File: src/include/rv_defs.svh
`ifndef RV_DEFS_SVH
`define RV_DEFS_SVH

// data path and pc width
`define RV_XLEN 32

// every rv32 instruction is one word
`define RV_INSN_W 32

// register file geometry
`define RV_REG_ADDR_W 5
`define RV_NUM_REGS 32

// program store holds 1 KiB of code
`define RV_IMEM_WORDS 256
`define RV_IMEM_ADDR_W 8

// no compressed instructions so fetch always moves one word
`define RV_PC_STEP 4

`endif

File: src/logic/reg_file.sv
`timescale 1ns/1ps
`include "rv_defs.svh"

module reg_file (
  input  logic                      clk,
  input  logic                      rst,
  input  logic [`RV_REG_ADDR_W-1:0] rs1,
  input  logic [`RV_REG_ADDR_W-1:0] rs2,
  input  logic [`RV_REG_ADDR_W-1:0] rd,
  input  logic [`RV_XLEN-1:0]       rd_data,
  input  logic                      we,
  output logic [`RV_XLEN-1:0]       rs1_data,
  output logic [`RV_XLEN-1:0]       rs2_data
);

  logic [`RV_XLEN-1:0] regs [`RV_NUM_REGS];

  always_ff @(posedge clk) begin
    if (rst) begin
      for (int i = 0; i < `RV_NUM_REGS; i++) begin
        regs[i] <= '0;
      end
    end else if (we && rd != '0) begin
      regs[rd] <= rd_data;
    end
  end

  // x0 always reads zero
  // a write in the same cycle is bypassed to the reader
  assign rs1_data = (rs1 == '0) ? '0 :
                    (we && rd == rs1) ? rd_data : regs[rs1];
  assign rs2_data = (rs2 == '0) ? '0 :
                    (we && rd == rs2) ? rd_data : regs[rs2];

endmodule

File: config.mk
export PLATFORM = sky130hd
export DESIGN_NAME = reg_file
export DESIGN_NICKNAME = d
export VERILOG_FILES = /design/src/logic/reg_file.sv
export VERILOG_INCLUDE_DIRS = /design/src /design/src/include
export SDC_FILE = /design/constraint.sdc
export NUM_CORES = 2
export LEC_CHECK = 0
export BUFFER_PORTS_ARGS = -buffer_cell sky130_fd_sc_hd__clkbuf_2
export CELL_PAD_IN_SITES_DETAIL_PLACEMENT = 0
export CELL_PAD_IN_SITES_GLOBAL_PLACEMENT = 2
export CORE_MARGIN = 5
export CORE_UTILIZATION = 47
export CTS_CLUSTER_DIAMETER = 120
export CTS_CLUSTER_SIZE = 40
export DETAILED_ROUTE_END_ITERATION = 7
export PLACE_DENSITY_LB_ADDON = 0.1
export SLEW_MARGIN = 20
export SYNTH_ARGS = -nofsm -noshare
export SYNTH_HDL_FRONTEND = slang
export SYNTH_SLANG_ARGS = --single-unit
File: constraint.sdc
create_clock -name clk -period 3 [get_ports clk]
set_clock_uncertainty 0.15 [all_clocks]
set_input_delay 0.15 -clock clk [delete_from_list [all_inputs] [get_ports clk]]
set_output_delay 0.15 -clock clk [all_outputs]
set_load 0.02 [all_outputs]
* Yosys cells after proc, flatten, opt, wreduce, memory -nomap -nowiden
Memories as Yosys holds them, arrays and structs flattened. Index checks and enable logic that the tools add are counted.
Storage, ports and cells: register bits after elaboration 0, bits in latches 0, RAM bits 1024, bits in read-only memories 0, bits of input ports 50, memories 1
Memories:
- regs | depth 32, width 32, rd ports 2, clocked after memory_dff 0, wr ports 32, line reg_file.sv:16 | logic [`RV_XLEN-1:0] regs [`RV_NUM_REGS];
Cells by class: add/subtract/negate cells 0, $mul 0, divide/modulo/power cells 0, $lt $le $gt $ge 0, equality and inequality tests 2, shifts and indexed selects 0, muxes and demuxes 12, bitwise logic cells 0, reductions and logical operators 7
Operator list (number):
- 32-bit 2-to-1 mux | 5
- 32-bit OR reduction | 1
- 5-bit == test | 2
- 5-bit zero test | 2
- 1-bit 2-to-1 mux | 6
- 5-bit 2-to-1 mux | 1
- 5-bit nonzero test | 1
- 1-bit logical AND | 3

* Depth between registers and ports, before layout
word-level depth 7, depth in mapped cells 10

* Least setup slack after synthesis
No wires, ideal clock.
kind in2out, start point input port rs2[1], end point output port rs2_data[10], arrival 2000 ps, slack 700 ps, cell stages on the path 7, buffers on the path 3, cell sequence buf_2 -> buf_1 -> clkbuf_1 -> mux4_2 -> a2111oi_0 -> a21oi_1 -> a22o_1
Between the ends: word-level cells in the longest chain between the ends 4, elaborated cells between the ends (all ways) 6, classes of those cells eq/ne: 1; mux: 2; reduce/logical: 2; memory: 1
Ends and longest elaborated chain:
- start: declaration | line reg_file.sv:8 | input logic [`RV_REG_ADDR_W-1:0] rs2,
- parallel branches: the longest is 3 deep, another holds memory read 32 x 32 bit
- 32-bit 2-to-1 mux * | line reg_file.sv:32 | assign rs2_data = (rs2 == '0) ? '0 :
- end: declaration | line reg_file.sv:13 | output logic [`RV_XLEN-1:0] rs2_data
Every way passes the cells marked *.

==> flow_summary.yaml <==
final_layout:
  largest_reg_flops: 1024
  n_fill_cell: 9336
  largest-register: "regs"
  final_common_cell: "edfxtp_1"
  finalInstanceArea_mm2: 0.0614
  final_cell_mix: "edfxtp_1 (1024), and2_1 (993), mux4_2 (388), mux2i_1 (280), buf_4 (253)"
  multi_input_area_mm2: 0.0235
  drive_gt1_share_pct: 27.8
  final-seq-area_mm2: 0.0307
  largestRegisters: "regs: 1024 flops"
  area_growth_syn_to_layout_pct: 12.2
  fin_nets: 3873
  final_cells: 5376
synthesis:
  synth_edf_count: 1024
  synth_area_mm2: 0.0547
  ys_warn_count: 0
  synthCells: 3740
  syn_area_per_cell_um2: 14.6
  ys_types: 50
  ys_ff_latch: 1024
  yosys.area.top_type: "edfxtp_1"
  async_reset_ff_share_pct: 0
  yosysTopAreaCellShare_pct: 56.2
  ys.flop_type: "edfxtp_1"
  yosys-top-cells-area: "edfxtp_1 (56%), mux4_2 (16%), and2_1 (11%)"
  ys_seq_area_share_pct: 56.2
worst_setup_path:
  end_kind: "output port"
  required_ns: 2.70
  cp_max_fo: 2
  startpoint_type: "flip-flop"
  cp.arrival_ns: 2.78
  crit_type: "flip-flop to output port"
pwr:
  swShare_pct: 27.8
  vdd_drop_max_v: 0.000349
  power.density_mw_per_mm2: 480
  clkPwrFrac_pct: 24.8
  p_int_mw: 21.3
  power_mw: 29.5
  comb_power_share_pct: 17.8
  leakage_nw: 21.6
  p_switching_mw: 8.20
  p_seq_share_pct: 57.4
placement:
  place_area_mm2: 0.0590
  place_hpwl_um: 131000
  post-place-cells: 5299
  gp_congestion: 0.918
  port_buffers: 113
  dp_slack_ns: -0.389
cts:
  cts.clk_slew.worst_paths_ns: 0.15
  cts-buffers-inserted: 36
  h-tree-depth: 2
  numClockSinks: 1024
  clock_path_buffers: 3
  root_buffer: "clkbuf_16"
  cts_tree: "yes"
run_status:
  violations: "negative setup slack"
  status: "complete, but fails checks"
detailed_routing:
  postRouteAntennaNets: 0
  drcViolationCount: 0
  wl_per_cell_um: 37.3
  drt_pre_antenna_iters: 6
  dr_total_vias: 35700
  routed_wl_um: 200000
  drtIter0Drc: 4519
  routed_via_density: 6.64
sta:
  hold_violations: 0
  rsz0062_at_grt: "yes"
  layout_worst_path_cycle_share_pct: 103
  min_period_ns: 3.08
  fin_ws_ns: -0.0776
  slew_headroom_pct: 40.9
  slew_viol_final: 0
  setup_violations: 10
  tightest_slew_ns: 0.874
  fmax_mhz: 325
floorplanning:
  fp.coreArea_mm2: 0.116
  std_cell_rows: 125
  dieArea_mm2: 0.123
  die_w_um: 351
  die-height_um: 351
  boundaryPins: 114
  initial_core_util_pct: 47.2
grt:
  grt_max_degree: 48
  grtUsageTotal_pct: 32.2
  antenna_found_initial: 11
  overflow: 0
  grt_pass1_wl_um: 279000
  grt_pass1_vias: 36200
hold_path:
  hold_class: "input port to flip-flop"
job:
  cap_violations: 0
## worst max-delay path: stages (launching register included)
cell,delay [ns]
edfxtp_1,0.46
mux4_2,0.48
a22o_1,0.27
a2111oi_2,0.24
buf_4,0.21
a21oi_4,0.05
a22o_1,0.23
clkbuf_8,0.16
## kinds of logic (layout without fill, tap and decap cells)
group	count (synthesis)	in the layout	synth area share, %
buf+inv	416	488	3.23
simple gates	1146	1146	12.7
compound gates	469	469	6.45
flops	1024	1024	56.2
mux	674	674	21.2
other cells	1	41	0.00685
xor+xnor	10	10	0.160
## cells in the mapped netlist (41+ instances only)
library cell / number
edfxtp_1: 1024
and2_1: 994
mux4_2: 388
clkbuf_1: 302
mux2i_1: 281
a22oi_1: 133
a21oi_1: 78
buf_2: 69
a22o_1: 55
nor2_1: 43
o221ai_1: 42
o22ai_1: 41
## area by class of cell
class	count	share of cell area, %
Clock inverter	21	0.436
Multi-Input combinational cell	2331	38.2
Antenna cell	9	0.0367
Clock buffer	37	1.51
Timing Repair Buffer	428	6.57
Sequential cell	1024	50.1
Tap cell	1524	3.11
Inverter	2	0.0122
## worst paths after layout
path,start,endpoint,depth (start not counted)
max,regs[12][0]$_SDFFCE_PN0P_,rs2_data[0],7
min,rd_data[17],regs[21][17]$_SDFFCE_PN0P_,2
## per-stage QoR
stage | hold slack (ns) | utilization, % | setup TNS (ns)
5_1_grt | 0.0530 | 53.0 | -1.69
3_3_place_gp | 0.543 | 50.9 | -0.621
6_report | 0.0710 | 53.0 | -0.297
3_5_place_dp | 0.541 | 50.9 | -0.389
2_1_floorplan | 0.198 | - | 0
4_1_cts | 0.0298 | 52.8 | -0.761
## power groups by stage
| stage | clock network, mW | logic, mW | registers [mW] |
|---|---|---|---|
| 2_1_floorplan | 0 | 2.74 | 17.1 |
| 4_1_cts | 7.40 | 5.16 | 16.9 |
| 3_5_place_dp | 0 | 4.85 | 17.2 |
| 5_1_grt | 7.85 | 5.40 | 17.0 |
| 6_report | 7.30 | 5.24 | 16.9 |
| 3_3_place_gp | 0 | 4.83 | 17.2 |
## layer usage
metal | vias to the layer above | GRT usage (%) | wire length (µm)
li1 | 14600 | - | -
met1 | 18800 | 42.3 | 76100
met2 | 1962 | 52.1 | 95100
met3 | 414 | 5.71 | 16800
met4 | 2 | 16.3 | 12400
met5 | - | 0 | 9
## repair_timing
| item | in CTS | in global routing |
|---|---|---|
| endpoints found under the hold margin | 38 | 0 |
| buffers inserted | 6 | 3 |
| setup endpoints to repair | 32 | 36 |
| resized for setup | 182 | 44 |
| hold buffers | 2 | 0 |
| pin swaps | 71 | 7 |
No activity file was read; power rests on OpenSTA's default activity.
