==> config.mk <==
export PLATFORM = sky130hd
export DESIGN_NAME = alu
export DESIGN_NICKNAME = d
export VERILOG_FILES = /design/src/logic/rv_pkg.sv /design/src/logic/alu.sv
export VERILOG_INCLUDE_DIRS = /design/src /design/src/include
export SDC_FILE = /design/constraint.sdc
export NUM_CORES = 1
export LEC_CHECK = 0
export ABC_CLOCK_PERIOD_IN_PS = 7000
export BUFFER_PORTS_ARGS = -buffer_cell sky130_fd_sc_hd__buf_2
export CORE_ASPECT_RATIO = 0.75
export CORE_UTILIZATION = 35
export DETAILED_ROUTE_END_ITERATION = 6
export PLACE_DENSITY = 0.51
export SYNTH_ARGS = -nofsm -noshare
export SYNTH_HDL_FRONTEND = slang
export SYNTH_SLANG_ARGS = --single-unit
==> constraint.sdc <==
create_clock -name vclk -period 7
set_input_delay 0.35 -clock vclk [all_inputs]
set_output_delay 0.35 -clock vclk [all_outputs]
set_load 0.005 [all_outputs]
==> src/include/rv_defs.svh <==
`ifndef RV_DEFS_SVH
`define RV_DEFS_SVH

// data path and pc width
`define RV_XLEN 32

// every rv32 instruction is one word
`define RV_INSN_W 32

// register file geometry
`define RV_REG_ADDR_W 5
`define RV_NUM_REGS 32

// program store holds 1 KiB of code
`define RV_IMEM_WORDS 256
`define RV_IMEM_ADDR_W 8

// no compressed instructions so fetch always moves one word
`define RV_PC_STEP 4

`endif

==> src/logic/rv_pkg.sv <==
package rv_pkg;

  // major opcodes of the base integer isa
  typedef enum logic [6:0] {
    OPC_LOAD     = 7'b00_000_11,
    OPC_MISC_MEM = 7'b00_011_11,
    OPC_OP_IMM   = 7'b00_100_11,
    OPC_AUIPC    = 7'b00_101_11,
    OPC_STORE    = 7'b01_000_11,
    OPC_OP       = 7'b01_100_11,
    OPC_LUI      = 7'b01_101_11,
    OPC_BRANCH   = 7'b11_000_11,
    OPC_JALR     = 7'b11_001_11,
    OPC_JAL      = 7'b11_011_11,
    OPC_SYSTEM   = 7'b11_100_11
  } opcode_e;

  // one operation per supported instruction
  // ALU_NOP marks a bubble that writes nothing
  typedef enum logic [4:0] {
    ALU_NOP,
    ALU_LUI,
    // register-immediate group
    ALU_ADDI,
    ALU_SLTI,
    ALU_SLTIU,
    ALU_XORI,
    ALU_ORI,
    ALU_ANDI,
    ALU_SLLI,
    ALU_SRLI,
    ALU_SRAI,
    // register-register group
    ALU_ADD,
    ALU_SUB,
    ALU_SLL,
    ALU_SLT,
    ALU_SLTU,
    ALU_XOR,
    ALU_SRL,
    ALU_SRA,
    ALU_OR,
    ALU_AND
  } alu_op_e;

  // classifies the cycle that each stage holds
  // travels down the pipe alongside the instruction
  typedef enum logic [1:0] {
    // never seen once reset has drained
    CYCLE_INVALID  = 2'd0,
    // bubble left behind by reset
    CYCLE_RESET    = 2'd1,
    // a real instruction
    CYCLE_NO_STALL = 2'd2
  } cycle_status_e;

endpackage

==> src/logic/alu.sv <==
`timescale 1ns/1ps
`include "rv_defs.svh"

module alu (
  input  rv_pkg::alu_op_e     alu_op,
  input  logic [`RV_XLEN-1:0] a,
  input  logic [`RV_XLEN-1:0] b,
  input  logic [`RV_XLEN-1:0] imm,
  output logic [`RV_XLEN-1:0] result
);

  logic [`RV_XLEN-1:0] op_b;
  logic [4:0]          shamt;

  // register group uses rs2, everything else the immediate
  always_comb begin
    case (alu_op)
      rv_pkg::ALU_ADD, rv_pkg::ALU_SUB, rv_pkg::ALU_SLL, rv_pkg::ALU_SLT,
      rv_pkg::ALU_SLTU, rv_pkg::ALU_XOR, rv_pkg::ALU_SRL, rv_pkg::ALU_SRA,
      rv_pkg::ALU_OR, rv_pkg::ALU_AND: begin
        op_b = b;
      end
      default: begin
        op_b = imm;
      end
    endcase
  end

  assign shamt = op_b[4:0];

  always_comb begin
    case (alu_op)
      rv_pkg::ALU_LUI:                    result = imm;
      rv_pkg::ALU_ADD, rv_pkg::ALU_ADDI:  result = a + op_b;
      rv_pkg::ALU_SUB:                    result = a - op_b;
      rv_pkg::ALU_SLT, rv_pkg::ALU_SLTI: begin
        result = {31'b0, $signed(a) < $signed(op_b)};
      end
      rv_pkg::ALU_SLTU, rv_pkg::ALU_SLTIU: begin
        // immediate is sign extended first, then compared unsigned
        result = {31'b0, a < op_b};
      end
      rv_pkg::ALU_XOR, rv_pkg::ALU_XORI:  result = a ^ op_b;
      rv_pkg::ALU_OR, rv_pkg::ALU_ORI:    result = a | op_b;
      rv_pkg::ALU_AND, rv_pkg::ALU_ANDI:  result = a & op_b;
      rv_pkg::ALU_SLL, rv_pkg::ALU_SLLI:  result = a << shamt;
      rv_pkg::ALU_SRL, rv_pkg::ALU_SRLI:  result = a >> shamt;
      rv_pkg::ALU_SRA, rv_pkg::ALU_SRAI: begin
        result = $unsigned($signed(a) >>> shamt);
      end
      // bubble
      default:                            result = '0;
    endcase
  end

endmodule

Yosys cells after proc, flatten, opt, wreduce, memory -nomap -nowiden
Cells that the tools add are included.
- add/subtract/negate cells: 2
- magnitude comparators: 2
- eq/ne operators: 20
- shifts and indexed selects: 3
- multiplexer cells: 2
- bitwise operators: 3
- reductions and logical operators: 10
- operators by type and width (operator ; count):
    32-bit one-hot mux with 11 select lines ; 1
    32-bit less-than comparator ; 2
    5-bit by 4-bit == test with 1-bit output (second input constant) ; 8
    32-bit adder ; 1
    32-bit bitwise AND ; 1
    32-bit two-way mux ; 1
    32-bit OR ; 1
    32-bit by 5-bit left shift with 32-bit output ; 1
    32-bit by 5-bit >> shifter with 32-bit output ; 1
    32-bit by 5-bit >>> shifter with 32-bit output ; 1
    32-bit subtractor ; 1
    32-bit XOR ; 1
    5-bit == test (second input constant) ; 5
    5-bit by 3-bit == test with 1-bit output (second input constant) ; 4
    2-bit OR reduction ; 9
    5-bit by 2-bit == test with 1-bit output (second input constant) ; 2
    10-bit OR reduction ; 1
    5-bit by 1-bit == test with 1-bit output (second input constant) ; 1
- bits in registers: 0
- logic and storage cells: 42

Longest topological paths before layout
- word-level depth: 5
- depth in mapped cells: 23
- mapped depth without buffers: 17

Worst setup path after synthesis
Ideal clock, no wire load.
- kind: input port to output port
- from: in alu_op[0]
- to: out result[30]
- data arrival time: 4575 ps
- setup slack: 2075 ps
- cell stages on the path: 19
- buffers on the path: 4
- path through: buf_6 o21a_4 o221ai_1 a21boi_2 inv_1 clkbuf_1 buf_1 clkbuf_1 ha_1 or3_1 o221ai_1 o21bai_1 a211oi_1 o21a_1 o311a_1 o21ai_0 a2111oi_0 mux2_2 o221ai_1
- cells in the longest elaborated chain, start to end: 5
- elaborated cells on any way between the ends: 40
- ends and longest elaborated chain (item ; line ; text):
    start: declaration ; alu.sv:5 ; input rv_pkg::alu_op_e alu_op,
    5-bit == test / 5-bit by 4-bit == test with 1-bit output (equally long branches) ; alu.sv:17, alu.sv:32 ;
    10-bit OR reduction ; alu.sv:17 ; case (alu_op)
    32-bit two-way mux ; alu.sv:17 ;
    32-bit subtractor (tied with other cells) ; alu.sv:35 ; rv_pkg::ALU_SUB: result = a - op_b;
    32-bit one-hot mux with 11 select lines (*) ; alu.sv:32 ; case (alu_op)
    end: declaration ; alu.sv:9 ; output logic [`RV_XLEN-1:0] result
Mark *: on every way between the ends. The rest lies on a longest branch, timed or not.

Worst setup path in the final report
- from: in alu_op[4]
- to: out result[29]
The elaborated chain is that of the path after synthesis.

==> results.sh <==
export IMPL_whs_ns=1.067
export IMPL_finish_utilization_pct=38.95
export IMPL_syn_to_final_growth_pct=9.435
export IMPL_yosys_top_cells_area="mux2i_1, ha_1, nand2_1"
export IMPL_wire_per_inst_um=26.49
export IMPL_wl_um=48560
export IMPL_start_util_pct=35.59
export IMPL_syn_inst=1443
export IMPL_floorplan_die_area_sq_mm=0.02707
export IMPL_fin_crit_sh_pct=85.90
export IMPL_setup_tns_ns=0
export IMPL_syn_nets=1635
export IMPL_post_cts_buffers=0
export IMPL_grt_pass1_vias=10800
export IMPL_holdPathEnd="result[13]"
export IMPL_clkbuf_count=0
export IMPL_required_ns=6.65
export IMPL_holdCritPathClass="input port to output port"
export IMPL_dr_first_iter_drc_count=1750
export IMPL_hold_violations=0
export IMPL_grt_max_degree=60
export IMPL_antenna_found_initial=1
export IMPL_drt_first_pass_iters=5
export IMPL_gp_congestion=0.9852
export IMPL_die_y_um=142.7
export IMPL_coreArea_sq_mm=0.02597
export IMPL_grt_pass1_wl_um=70740
export IMPL_whs_path_depth=4
export IMPL_grt_usage_pct=34.66
export IMPL_num_rows=51
export IMPL_multi_input_area_sq_mm=0.008441
export IMPL_synth_top_cell_by_area="mux2i_1"
export IMPL_dp_hpwl_um=37730
export IMPL_portBuffers=133
export IMPL_io_pins=133
export IMPL_layout_common_cells="nand2_1, nor2_1, buf_2"
export IMPL_drive_gt1_share_pct=13.84
export IMPL_rsz0062_at_grt="no"
export IMPL_ys_seq_area_share_pct=0
export IMPL_status="finished, final reports clean"
export IMPL_synth_top_area_share_pct=13.75
export IMPL_avgSynthCellArea_sq_um=6.406
export IMPL_critPathArrivalTime_ns=5.66
export IMPL_critical_path_class="input port to output port"
export IMPL_cp_start_kind="input port"
export IMPL_hp_start="imm[13]"
export IMPL_finalSetupViolCount=0
export IMPL_clock_fmax_mhz=166.3
export IMPL_die_x_um=189.7
export IMPL_hold_buffers=0
export IMPL_postRouteAntennaNets=0
export IMPL_numSequentialCells=0
export IMPL_cts_repair_resized=0
export IMPL_drv_cap=0
export IMPL_layout_nets=1682
export IMPL_regArea_sq_um=0
export IMPL_worstMarginPinSlew_ns=1.082
export IMPL_worstPathMaxFanout=19
export IMPL_end_kind="output port"
export IMPL_slew_violations=0
export IMPL_relSlewSlack_pct=27.62
export IMPL_nFillCells=2919
export IMPL_final_common_cell="nand2_1"
export IMPL_yosys_warnings=0
export IMPL_syn_area_sq_mm=0.009244
export IMPL_drc_errors=0
export IMPL_min_period_ns=6.013
export IMPL_via_per_inst=6.488
export IMPL_synth_cell_types=92
export IMPL_gr_total_overflow=0
export IMPL_vias=11890
[stage by stage]
stage | cell area [sq um] | std cells | setup slack [ns]
global placement | 10110 | 1832 | 1.188
global route | 10110 | 1832 | 0.6846
detailed placement | 10110 | 1832 | 1.096
floorplan | 9244 | 1443 | 2.075
finish | 10120 | 1833 | 0.9871
CTS | 10110 | 1832 | 1.063
[worst max-delay path: stages]
cell,delay [ns]
buf_2,0.17
nand2b_1,0.35
o22ai_4,0.75
mux2_2,0.45
ha_1,0.34
a21o_1,0.17
a21oi_1,0.35
o21ai_0,0.17
buf_4,0.19
a21bo_2,0.24
o21ai_0,0.49
o21ai_0,0.31
a311o_1,0.40
and2_1,0.19
o21ai_0,0.15
nand3_1,0.09
or3_1,0.37
buf_2,0.13
[Yosys cell counts, types with 13 or more instances]
| library cell | n |
|---|---|
| a21o_1 | 18 |
| mux2i_1 | 127 |
| nand3_1 | 33 |
| a22oi_1 | 18 |
| nor3_1 | 22 |
| inv_1 | 95 |
| o21ai_0 | 94 |
| a221oi_1 | 23 |
| ha_1 | 90 |
| nor2_1 | 137 |
| clkbuf_1 | 87 |
| a21oi_1 | 124 |
| o211ai_1 | 31 |
| o22ai_1 | 24 |
| a211oi_1 | 17 |
| o221ai_1 | 25 |
| o21bai_1 | 20 |
| a221o_1 | 13 |
| nand2_1 | 193 |
[final cells by class]
cell class / instances / area share, %
Inverter: 97 / 3.624
Timing Repair Buffer: 161 / 8.658
Antenna cell: 1 / 0.02474
Tap cell: 344 / 4.255
Multi-Input combinational cell: 1230 / 83.44
[cell families (layout without fill, tap and decap cells)]
kind of cell,after synthesis,count (layout),synth area share (%)
AOI/OAI and AO/OA,527,527,39.55
and+or+nand+nor,462,462,21.97
buffers and inverters,213,258,9.448
muxes,138,138,15.50
adders and majority gates,91,91,12.40
xor gates and xnor gates,12,12,1.137
other,0,1,0
[worst max-delay path by stage]
stage	start	end	slack (ns)	cells past startpoint
2_1_floorplan	alu_op[0]	result[30]	2.08	19
3_3_place_gp	alu_op[4]	result[29]	1.19	18
3_5_place_dp	alu_op[4]	result[29]	1.10	18
4_1_cts	alu_op[4]	result[29]	1.06	18
5_1_grt	alu_op[3]	result[29]	0.68	18
6_report	alu_op[4]	result[29]	0.99	18
[routing by layer]
| metal | vias up | share of wire [%] | GRT usage, % |
|---|---|---|---|
| li1 | 5439 | - | - |
| met1 | 5735 | 47 | 52.43 |
| met2 | 667 | 39 | 48.70 |
| met3 | 51 | 11 | 8.380 |
| met4 | 0 | 1.9 | 6.027 |
| met5 | - | 0 | 0 |
