[src/include/rv_defs.svh]
`ifndef RV_DEFS_SVH
`define RV_DEFS_SVH

// data path and pc width
`define RV_XLEN 32

// every rv32 instruction is one word
`define RV_INSN_W 32

// register file geometry
`define RV_REG_ADDR_W 5
`define RV_NUM_REGS 32

// program store holds 1 KiB of code
`define RV_IMEM_WORDS 256
`define RV_IMEM_ADDR_W 8

// no compressed instructions so fetch always moves one word
`define RV_PC_STEP 4

`endif

[src/logic/rv_pkg.sv]
package rv_pkg;

  // major opcodes of the base integer isa
  typedef enum logic [6:0] {
    OPC_LOAD     = 7'b00_000_11,
    OPC_MISC_MEM = 7'b00_011_11,
    OPC_OP_IMM   = 7'b00_100_11,
    OPC_AUIPC    = 7'b00_101_11,
    OPC_STORE    = 7'b01_000_11,
    OPC_OP       = 7'b01_100_11,
    OPC_LUI      = 7'b01_101_11,
    OPC_BRANCH   = 7'b11_000_11,
    OPC_JALR     = 7'b11_001_11,
    OPC_JAL      = 7'b11_011_11,
    OPC_SYSTEM   = 7'b11_100_11
  } opcode_e;

  // one operation per supported instruction
  // ALU_NOP marks a bubble that writes nothing
  typedef enum logic [4:0] {
    ALU_NOP,
    ALU_LUI,
    // register-immediate group
    ALU_ADDI,
    ALU_SLTI,
    ALU_SLTIU,
    ALU_XORI,
    ALU_ORI,
    ALU_ANDI,
    ALU_SLLI,
    ALU_SRLI,
    ALU_SRAI,
    // register-register group
    ALU_ADD,
    ALU_SUB,
    ALU_SLL,
    ALU_SLT,
    ALU_SLTU,
    ALU_XOR,
    ALU_SRL,
    ALU_SRA,
    ALU_OR,
    ALU_AND
  } alu_op_e;

  // classifies the cycle that each stage holds
  // travels down the pipe alongside the instruction
  typedef enum logic [1:0] {
    // never seen once reset has drained
    CYCLE_INVALID  = 2'd0,
    // bubble left behind by reset
    CYCLE_RESET    = 2'd1,
    // a real instruction
    CYCLE_NO_STALL = 2'd2
  } cycle_status_e;

endpackage

[src/logic/decode_unit.sv]
`timescale 1ns/1ps
`include "rv_defs.svh"

module decode_unit (
  input  logic [`RV_INSN_W-1:0]     insn,
  output logic [`RV_REG_ADDR_W-1:0] rs1,
  output logic [`RV_REG_ADDR_W-1:0] rs2,
  output logic [`RV_REG_ADDR_W-1:0] rd,
  output logic [`RV_XLEN-1:0]       imm,
  output rv_pkg::alu_op_e           alu_op,
  output logic                      we
);

  localparam logic [6:0] F7_BASE = 7'b000_0000;
  localparam logic [6:0] F7_ALT  = 7'b010_0000;

  rv_pkg::opcode_e opcode;
  logic [2:0]      funct3;
  logic [6:0]      funct7;
  logic [`RV_XLEN-1:0] imm_i;
  logic [`RV_XLEN-1:0] imm_u;

  // fixed field positions of the R and I formats
  assign opcode = rv_pkg::opcode_e'(insn[6:0]);
  assign rd     = insn[11:7];
  assign funct3 = insn[14:12];
  assign rs1    = insn[19:15];
  assign rs2    = insn[24:20];
  assign funct7 = insn[31:25];

  // shamt already lands in imm_i[4:0]
  assign imm_i = {{20{insn[31]}}, insn[31:20]};
  assign imm_u = {insn[31:12], 12'b0};

  assign imm = (opcode == rv_pkg::OPC_LUI) ? imm_u : imm_i;

  always_comb begin
    alu_op = rv_pkg::ALU_NOP;
    case (opcode)
      rv_pkg::OPC_LUI: begin
        alu_op = rv_pkg::ALU_LUI;
      end
      rv_pkg::OPC_OP_IMM: begin
        case (funct3)
          3'b000: alu_op = rv_pkg::ALU_ADDI;
          3'b010: alu_op = rv_pkg::ALU_SLTI;
          3'b011: alu_op = rv_pkg::ALU_SLTIU;
          3'b100: alu_op = rv_pkg::ALU_XORI;
          3'b110: alu_op = rv_pkg::ALU_ORI;
          3'b111: alu_op = rv_pkg::ALU_ANDI;
          3'b001: begin
            if (funct7 == F7_BASE) begin
              alu_op = rv_pkg::ALU_SLLI;
            end
          end
          3'b101: begin
            // funct7 tells logical from arithmetic shift
            if (funct7 == F7_BASE) begin
              alu_op = rv_pkg::ALU_SRLI;
            end else if (funct7 == F7_ALT) begin
              alu_op = rv_pkg::ALU_SRAI;
            end
          end
          default: alu_op = rv_pkg::ALU_NOP;
        endcase
      end
      rv_pkg::OPC_OP: begin
        case ({funct7, funct3})
          {F7_BASE, 3'b000}: alu_op = rv_pkg::ALU_ADD;
          {F7_ALT, 3'b000}:  alu_op = rv_pkg::ALU_SUB;
          {F7_BASE, 3'b001}: alu_op = rv_pkg::ALU_SLL;
          {F7_BASE, 3'b010}: alu_op = rv_pkg::ALU_SLT;
          {F7_BASE, 3'b011}: alu_op = rv_pkg::ALU_SLTU;
          {F7_BASE, 3'b100}: alu_op = rv_pkg::ALU_XOR;
          {F7_BASE, 3'b101}: alu_op = rv_pkg::ALU_SRL;
          {F7_ALT, 3'b101}:  alu_op = rv_pkg::ALU_SRA;
          {F7_BASE, 3'b110}: alu_op = rv_pkg::ALU_OR;
          {F7_BASE, 3'b111}: alu_op = rv_pkg::ALU_AND;
          // mul/div and anything else
          default:           alu_op = rv_pkg::ALU_NOP;
        endcase
      end
      default: begin
        alu_op = rv_pkg::ALU_NOP;
      end
    endcase
  end

  // every supported instruction writes rd
  assign we = (alu_op != rv_pkg::ALU_NOP);

endmodule

[config.mk]
export PLATFORM = sky130hd
export DESIGN_NAME = decode_unit
export DESIGN_NICKNAME = d
export VERILOG_FILES = /design/src/logic/rv_pkg.sv /design/src/logic/decode_unit.sv
export VERILOG_INCLUDE_DIRS = /design/src /design/src/include
export SDC_FILE = /design/constraint.sdc
export NUM_CORES = 1
export LEC_CHECK = 0
export BUFFER_PORTS_ARGS = -buffer_cell sky130_fd_sc_hd__buf_2
export CORE_UTILIZATION = 35
export DETAILED_ROUTE_END_ITERATION = 16
export GPL_TIMING_DRIVEN = 0
export PLACE_DENSITY = 0.9
export SLEW_MARGIN = 10
export SYNTH_ARGS = -nofsm -noshare
export SYNTH_HDL_FRONTEND = slang
export SYNTH_SLANG_ARGS = --single-unit
export TNS_END_PERCENT = 10
[constraint.sdc]
create_clock -name vclk -period 2.3
set_input_delay 0.46 -clock vclk [all_inputs]
set_output_delay 0.46 -clock vclk [all_outputs]
set_load 0.02 [all_outputs]
# --- Word level (Yosys, flattened, before mapping) ---
# Cells that the tools add are included.
word_totals:
  reg_bits: 0
  out_inout_bits: 53
  wordCells: 31
  input_bits: 32
classes:
  muxes: 7
  reduce_logical: 4
  n_eq_ne: 20
op_table:
  columns: ["operator", "n"]
  rows:
  - ["one-hot mux 5 bit (10 select lines)", 1]
  - ["equality test 10 x 3 -> 1 bit, second input constant", 4]
  - ["one-hot mux 5 bit (8 select lines)", 1]
  - ["2-to-1 mux 31 bit", 1]
  - ["equality test 7 x 6 -> 1 bit, second input constant", 3]
  - ["equality test 10 x 2 -> 1 bit, second input constant", 2]
  - ["equality test 10 x 9 -> 1 bit, second input constant", 2]
  - ["one-hot mux 5 bit (3 select lines)", 1]
  - ["equality test 3 bit, second input constant", 4]
  - ["2-to-1 mux 4 bit", 3]
  - ["equality test 10 x 1 -> 1 bit, second input constant", 1]
  - ["logical NOT 10 bit", 1]
  - ["equality test 7 x 5 -> 1 bit, second input constant", 1]
  - ["logical NOT 7 bit", 1]
  - ["equality test 3 x 2 -> 1 bit, second input constant", 2]
  - ["nonzero test 5 bit", 1]
  - ["equality test 3 x 1 -> 1 bit, second input constant", 1]
  - ["logical NOT 3 bit", 1]

# --- Depth between registers and ports, before layout ---
# Gate-level depths: netlist of the first run.
logic_depth:
  word_depth: 6
  mapped_depth: 6
  mapped_depth_nobuf: 5

# --- Worst setup path before layout of the first run ---
# No wires, ideal clock.
synth_timing:
  path_type: "input -> output"
  from: "in insn[12]"
  to: "out we"
  t_required_ps: 1840
  path_buffers: 1
  cell_stages: 6
  arrival_time_ps: 1768
  path_slack_ps: 72
  path_cell_list: "buf_2 > nor2b_1 > a21oi_1 > nor3_1 > or3_1 > nand4bb_1"
synth_between:
  elab_chain_cells: 4
  elab_cells_between_ends: 22
  cone_classes: "eq/ne: 16; mux: 3; reduce/logical: 3"
synth_rtl:
  columns: ["element", "line", "rtl"]
  rows:
  - ["start: declaration", "decode_unit.sv:5", "input logic [`RV_INSN_W-1:0] insn,"]
  - ["equality test 10 x 3 -> 1 bit, or another cell as far along", "decode_unit.sv:68", "case ({funct7, funct3})"]
  - ["one-hot mux 5 bit (10 select lines) or one-hot mux 5 bit (8 select lines) (tied branches)", "decode_unit.sv:68, decode_unit.sv:44", null]
  - ["one-hot mux 5 bit (3 select lines) (*)", "decode_unit.sv:39", "case (opcode)"]
  - ["named net alu_op[2]", "decode_unit.sv:10", "output rv_pkg::alu_op_e alu_op,"]
  - ["nonzero test 5 bit (*)", "decode_unit.sv:90", "assign we = (alu_op != rv_pkg::ALU_NOP);"]
  - ["end: declaration", "decode_unit.sv:11", "output logic we"]
# The timed path passes the listed nets; every way through them passes the cells marked *. The select of a mux whose other input is x is not followed.

# --- Final worst setup path of the first run ---
layout_timing:
  from: "in insn[14]"
  to: "out we"
layout_between:
  elab_chain_cells: 4
  elab_cells_between_ends: 22
  cone_classes: "eq/ne: 16; mux: 3; reduce/logical: 3"
layout_rtl:
  columns: ["element", "line"]
  rows:
  - ["equality test 10 x 3 -> 1 bit, or another cell as far along", "decode_unit.sv:68"]
  - ["one-hot mux 5 bit (10 select lines) or one-hot mux 5 bit (8 select lines) (tied branches)", "decode_unit.sv:68, decode_unit.sv:44"]
  - ["one-hot mux 5 bit (3 select lines) (*)", "decode_unit.sv:39"]
  - ["nonzero test 5 bit (*)", "decode_unit.sv:90"]
# Every way passes the cells marked *; elsewhere a longest branch is shown, timed or not. The select of a mux whose other input is x is not followed.

==> metrics.txt, run 1 <==
largest net degree at the start of global routing=11; Switching Power=138 µW; Via density=4.88; antenna violation net count after detailed routing=0; wire length per cell=11.3 µm; Slew @ Worst Pin=0.429 ns; status=finished, violations left; Core Region=1940 µm²; Worst EP required=1.84 ns; Hold-fix buffers, CTS=0; filler cell count in the final layout=182; sequential share of the synthesized area=0; first-pass iteration count of the detailed router=4; CP startpoint kind=input pin; first-pass GRT wire length=3.28 mm; Tightest Hold Check Type=input pin to primary output; Synth area leader=a21o_1; CP max FO=9; Final min period=2.30 ns; nets=222; Placed Cells=213; final worst-path cycle share=1.00; post-synth top area share=0.197; post-synthesis area per instance=6.70 µm²; GRT Residual Overflow=0; cell area after placement=1150 µm²; dpl ws=-0.0585 ns; dpl hpwl=1.84 mm; final sequential cell count=0; initial antenna violation count=0; n_diodes=0; Crit. End Element=primary output; RSZ-0062 raised after global routing=true; Total GRT Usage=0.190; Worst EP arrival=1.84 ns; Worst VDD drop=0.130 mV; gp weighted congestion=0.785; IO buf count=78; layout cells sized above 1=0.612; beginning of the worst hold path=insn[9]; failing checks=setup timing; Pins Over Slew Limit=0; Synth area leaders=a21o_1, buf_4, nor2b_1; hold path cells=2; final std cells w/o fill=215; setup ws final=-0.00313 ns; final core utilization=0.637; register area=0 µm²; Cell Int Power=101 µW; Synthesis Warnings=0; Layout Cell Area excl Fill=1240 µm²; vias in the first global route=809; combinational share of power=1.000; Leak Pwr=0.774 nW; syn nets=140; Area Growth Syn to Fin=71.1%; Slew Limit Headroom=0.714; net switching fraction of the power=0.576; IO Count=85; distinct cell type count of the synthesized netlist=33; PwrDens=193 nW/µm²; initial core utilization=0.372; most frequent cell after synthesis=a21o_1; Pwr Total=239 µW; # rows=16; Cells after Synth=108; die width=47.5 µm; Clock buffer cells=0; final hold violation count=0; DRC=0; f_max=434 MHz; max_cap viols=0; Die Area=2250 µm²; Final setup viols=1; share of power burned in registers=0; clock power share=0; vias=1,049; DRT Wirelength=2.42 mm; hold endpoint=rd[2]; Post-synth top cells=a21o_1, buf_4, nor2b_1; Setup CP Type=input pin to primary output; Synth Cell Area=723 µm²; DR iter-0 viols=30; Die H=47.5 µm
per-stage QoR:
step                      hold slack (ns)  setup TNS (ns)
final                                1.14        -0.00313
after global routing                 1.15          -0.330
after CTS                            1.14         -0.0198
after detailed placement             1.14          -0.319
after global placement               1.14         -0.0263
after floorplan                      1.03               0
kinds of logic after synthesis:
| group | Yosys count | synth area share |
|---|---|---|
| AO/OA/AOI/OAI | 34 | 0.353 |
| buffers and inverters | 28 | 0.235 |
| AND/OR/NAND/NOR | 46 | 0.412 |
power groups by stage:
stage | combinational (mW) | sequential [mW] | clock [mW]
after floorplan | 0.146 | 0 | 0
after global placement | 0.224 | 0 | 0
after detailed placement | 0.225 | 0 | 0
after CTS | 0.230 | 0 | 0
after global routing | 0.258 | 0 | 0
final | 0.239 | 0 | 0
cells in the final DEF, fill, tap and decap left out, types with 2 or more instances in the layout:
cell type  synthesis  routed
nor2b_1           13      12
inv_1              2       2
buf_2              4      79
buf_4             16      19
nor2_1             7       7
a21oi_1            4       3
nand2b_1           4       3
nand2_1            8       7
clkbuf_1           5       4
a21o_1            19      19
cell type report:
| type | instances | area, µm² | area share |
|---|---|---|---|
| inverters | 3 | 11.3 | 0.00910 |
| repair buffers | 80 | 414 | 0.335 |
| multi-input cells | 80 | 616 | 0.497 |
| plain buffers | 25 | 163 | 0.131 |
| well taps | 27 | 33.8 | 0.0273 |
worst max-delay path by stage:
| stage | from | to | slack (ns) | cells past startpoint |
|---|---|---|---|---|
| after floorplan | insn[12] | we | 0.07 | 6 |
| after global placement | insn[2] | we | -0.02 | 7 |
| after detailed placement | insn[2] | we | -0.06 | 7 |
| after CTS | insn[27] | we | -0.02 | 7 |
| after global routing | insn[14] | we | -0.08 | 7 |
| final | insn[14] | we | -0.003 | 7 |
critical path, stage by stage:
cell and delay (ns):
buf_2 0.18, nand2b_1 0.17, o2111a_1 0.28, a41oi_1 0.30, o21ai_2 0.10, nand4bb_1 0.18, buf_4 0.17
what timing repair did:
action	CTS	global route
setup endpoints to repair	20	21
buffers inserted	0	2
pin swaps	0	8
resized for setup	4	13
per-layer routing:
layer,wire length (µm),track usage,vias to the layer above
met5,0,0,-
met2,1160,0.315,52
met1,1030,0.281,464
li1,-,-,527
met4,54,0.0171,0
met3,172,0.00755,6
(Power assumes the default switching activity.)
==> run 2, diff against run 1 <==
ABC_AREA = 1   (was unset)
CORE_UTILIZATION = 37   (was 35)
PLACE_DENSITY = 0.92   (was 0.9)
==> run 2 against run 1 <==
Against the previous run:
- the flow now finishes without violations
- cell area fell by 2.0%
- synthesized cell count rose by 48%
- combinational power fell by 8.8%
- sequential share of layout area did not move
- power fell by 8.9%
- worst setup slack improved by 0.22 ns
- routed wire length fell by 6.7%
- critical path depth rose by 3
- non-clock buffer count fell by 6
- utilization fell by 1.9 points
- first-iteration DRC count fell by 37%
- global-route usage rose by 0.32 points
- critical endpoint is now imm[25]
- largest power group unchanged
==> metrics.txt, run 2 <==
IO Count=85; CP max FO=10; GRT Residual Overflow=0; Post-Synth Adder-Cell Area=0; most frequent cell after synthesis=nand2_1; Bufs and invs on worst path=5; layout cells sized above 1=0.500; mux cell area share after synthesis=0; register area=0 µm²; distinct cell type count of the synthesized netlist=21; vias in the first global route=863; Synthesis Warnings=0; Hold-fix buffers, CTS=0; Slew Limit Headroom=0.755; first-pass GRT wire length=3.35 mm; status=finished clean; vias=1,170; Layout Cell Area excl Fill=1210 µm²; CP max stage cell=nand3_2; n_diodes=0; Pins Over Slew Limit=0; cts repair resizes=0; crit path launch=insn[0]; first-pass iteration count of the detailed router=4; post-synth top area share=0.207; DR iter-0 viols=19; die width=47.9 µm; max incr delay on CP=0.19 ns; IO buf count=80; Setup CP Type=input pin to primary output; PwrDens=180 nW/µm²; syn nets=192; Area Growth Syn to Fin=55.8%; initial core utilization=0.397; Pwr Total=218 µW; final worst-path cycle share=0.904; Final setup viols=0; commonest non-fill, non-tap cell in the layout=buf_2; Total GRT Usage=0.193; Via density=4.38; post-synthesis area per instance=4.86 µm²; Synth Area in Simple Gates=0.571; Crit. End Element=primary output; largest net degree at the start of global routing=11; Post-synth top cells=nand2_1, nor2_1, inv_1; initial antenna violation count=0; Clock buffer cells=0; most frequent cells in the layout=buf_2, nand2_1, nor2_1; Worst EP arrival=1.62 ns; Synth Area in XOR/XNOR=0; critical-path cell list=buf_2 > nand2_1 > nor2_2 > nand3_2 > inv_2 > nor2_2 > inv_4 > buf_6 > o21ai_1 > buf_2; post-synthesis compound-gate area fraction=0.121; nets=274; antenna violation net count after detailed routing=0; Setup Total Neg Slack=0 ns; Die H=47.9 µm; gp weighted congestion=0.860; wire length per cell=8.47 µm; CP delay by family, top=buffers and inverters; Synth area leader=nand2_1; DRC=0; f_max=481 MHz; final std cells w/o fill=267; Slew @ Worst Pin=0.368 ns; Cells after Synth=160; Post-CTS Setup Bufs=0; CP startpoint kind=input pin; Synth area leaders=nand2_1, buf_4, nor2_1; sequential share of the synthesized area=0; Worst VDD drop=0.167 mV; DRT Wirelength=2.26 mm; final sequential cell count=0; Die Area=2290 µm²; Leak Pwr=0.804 nW; Placed Cells=267; Final min period=2.08 ns; cell area after placement=1210 µm²; Core Region=1960 µm²; # rows=16; final hold violation count=0; RSZ-0062 raised after global routing=false; Tightest Hold Check Type=input pin to primary output; largest family of logic cells by synthesized area=simple AND/OR/NAND/NOR gates; max_cap viols=0; Synth Cell Area=778 µm²; Worst EP required=1.84 ns; beginning of the worst hold path=insn[8]; dpl hpwl=1.97 mm
## run 2: cell types whose count changed in the layout (fill, tap and decap cells not counted), moves of 4 or more
cell,previous run,this run
nand3_1,1,8
a21o_1,19,0
nand2_1,7,43
nor2_1,7,27
nor2_2,0,7
o21ai_1,0,5
inv_1,2,22
nor2b_1,12,0
nand2_2,1,5
o21ai_0,1,10
## run 2: logic make-up (layout without fill, tap and decap cells)
family,count (synthesis),count (layout)
AOI/OAI and AO/OA,18,18
buffers and inverters,45,125
and+or+nand+nor,97,97
## run 2: cell type report
cell class	count	area (µm²)
Buffer	19	140
Fill cell	208	749
Inverter	26	100
Multi-Input combinational cell	115	538
Tap cell	27	33.8
Timing Repair Buffer	80	400
## run 2: power by group
part / internal (mW) / switching, mW / leakage (nW) / total [mW]
Clock: 0 / 0 / 0 / 0
Sequential: 0 / 0 / 0 / 0
Combinational: 0.0845 / 0.133 / 0.804 / 0.218
## run 2: layer usage
layer | vias up | routed length, µm | global-route usage | share of wire
met5 | - | 0 | 0 | 0
met4 | 0 | 0 | 0.0167 | 0
met3 | 0 | 117 | 0.00377 | 0.052
met2 | 40 | 1130 | 0.370 | 0.50
met1 | 501 | 1010 | 0.246 | 0.45
li1 | 629 | - | - | -
## run 2: metrics by stage
step	hold WS [ns]	worst slack, ns	utilization
final	1.14	0.221	0.618
after global routing	1.14	0.105	0.618
after CTS	1.14	0.213	0.618
after detailed placement	1.14	0.220	0.618
after global placement	1.14	0.227	0.618
after floorplan	1.03	0.377	-
## run 2: path summary, 6_finish.rpt
kind | endpoint | slack, ns | depth (start not counted)
hold / removal | rd[1] | 1.14 | 2
setup / recovery | imm[25] | 0.22 | 10
==> run 3, diff against run 2 <==
CORE_UTILIZATION = 33   (was 37)
PLACE_DENSITY = 0.87   (was 0.92)
clock period = 1.9 ns   (was 2.3 ns; I/O delays follow)
==> run 3 against run 2 <==
Against the previous run:
- cell area grew 2.7%
- sequential share of layout area stayed put
- via count shrank 0.51%
- worst setup slack got worse by 0.15 ns
- non-clock buffer count did not move
- first-iteration DRC count rose by 16%
==> metrics.txt, run 3 (synthesis results as in run 2) <==
wire length per cell=8.92 µm; die width=50.6 µm; first-pass GRT wire length=3.67 mm; final sequential cell count=0; Slew Limit Headroom=0.858; Setup CP Type=input pin to primary output; dpl ws=-0.0207 ns; Crit. End Element=primary output; IO Count=85; Leak Pwr=0.806 nW; Worst EP arrival=1.45 ns; DRC=0; net switching fraction of the power=0.613; GRT Residual Overflow=0; most frequent cells in the layout=buf_2, nand2_1, nor2_1; largest net degree at the start of global routing=11; CP startpoint kind=input pin; dpl hpwl=1.92 mm; layout cells sized above 1=0.521; PwrDens=215 nW/µm²; vias in the first global route=882; CP max stage cell=buf_2; commonest non-fill, non-tap cell in the layout=buf_2; Final setup viols=0; Slew @ Worst Pin=0.211 ns; Total GRT Usage=0.172; setup ws final=0.0692 ns; clock power share=0; Pins Over Slew Limit=0; IO buf count=80; critical-path cell list=buf_2 > nand2_1 > nor2_2 > nand3_4 > inv_6 > nor2_2 > inv_4 > buf_6 > o21ai_1 > buf_2; vias=1,164; # rows=17; Placed Cells=268; filler cell count in the final layout=236; Core Region=2210 µm²; max_cap viols=0; initial core utilization=0.352; f_max=546 MHz; share of power burned in registers=0; Tightest Hold Check Type=input pin to primary output; initial antenna violation count=0; combinational share of power=1.000; final worst-path cycle share=0.964; DRT Wirelength=2.39 mm; Die H=50.6 µm; Area Growth Syn to Fin=60.0%; final hold violation count=0; Die Area=2560 µm²; Switching Power=164 µW; register area=0 µm²; Via density=4.34; Final min period=1.83 ns; first-pass iteration count of the detailed router=4; nets=274; hold slack=0.977 ns; DR iter-0 viols=22; status=finished clean; final std cells w/o fill=268; gp weighted congestion=0.875; RSZ-0062 raised after global routing=true; Pwr Total=268 µW; Clock buffer cells=0; Post-CTS Setup Bufs=0; footprint of the multi-input gates=561 µm²; Worst VDD drop=0.157 mV; Worst EP required=1.52 ns; n_diodes=0; antenna violation net count after detailed routing=0; max incr delay on CP=0.16 ns; CP max FO=10; Cell Int Power=104 µW
==> run 3: repair_timing <==
item | in CTS | in global routing
pin swaps | 0 | 2
resized for setup | 2 | 9
setup endpoints to repair | 5 | 17
hold buffers | 0 | 0
cloned | 0 | 0
endpoints found under the hold margin | 0 | 0
==> run 3: metrics by stage <==
stage	TNS (ns)	utilization	area [µm²]
floorplan	0	-	778
global placement	-0.0967	0.549	1210
detailed placement	-0.0583	0.549	1210
CTS	0	0.553	1220
global route	-0.173	0.563	1240
finish	0	0.563	1240
==> run 3: layout make-up <==
type / instances / area share
multi-input combinational: 115 / 0.450
timing repair buffer: 80 / 0.324
buffer: 19 / 0.114
inverter: 26 / 0.0844
tap: 28 / 0.0281
==> run 3: worst paths after layout <==
path | start | endpoint | slack, ns | cells past startpoint
max | insn[4] | imm[25] | 0.07 | 10
min | insn[9] | rd[2] | 0.98 | 2
==> run 3: power groups by stage <==
| stage | clock [mW] | combinational, mW | sequential [mW] |
|---|---|---|---|
| after floorplan | 0 | 0.164 | 0 |
| after global placement | 0 | 0.261 | 0 |
| after detailed placement | 0 | 0.263 | 0 |
| after CTS | 0 | 0.265 | 0 |
| after global routing | 0 | 0.290 | 0 |
| final | 0 | 0.268 | 0 |
==> run 3: layer usage <==
| metal | track usage | routed length (µm) | vias to the layer above | part of all wire |
|---|---|---|---|---|
| met5 | 0 | 0 | - | 0 |
| li1 | - | - | 624 | - |
| met1 | 0.232 | 1070 | 497 | 0.45 |
| met4 | 0 | 0 | 0 | 0 |
| met2 | 0.316 | 1170 | 43 | 0.49 |
| met3 | 0.00606 | 158 | 0 | 0.066 |
==> run 3: worst max-delay path: cells and delay by family <==
kind	cells	cell delay, ns
buffers and inverters	5	0.59
and+or+nand+nor	4	0.40
AOI/OAI and AO/OA	1	0.07
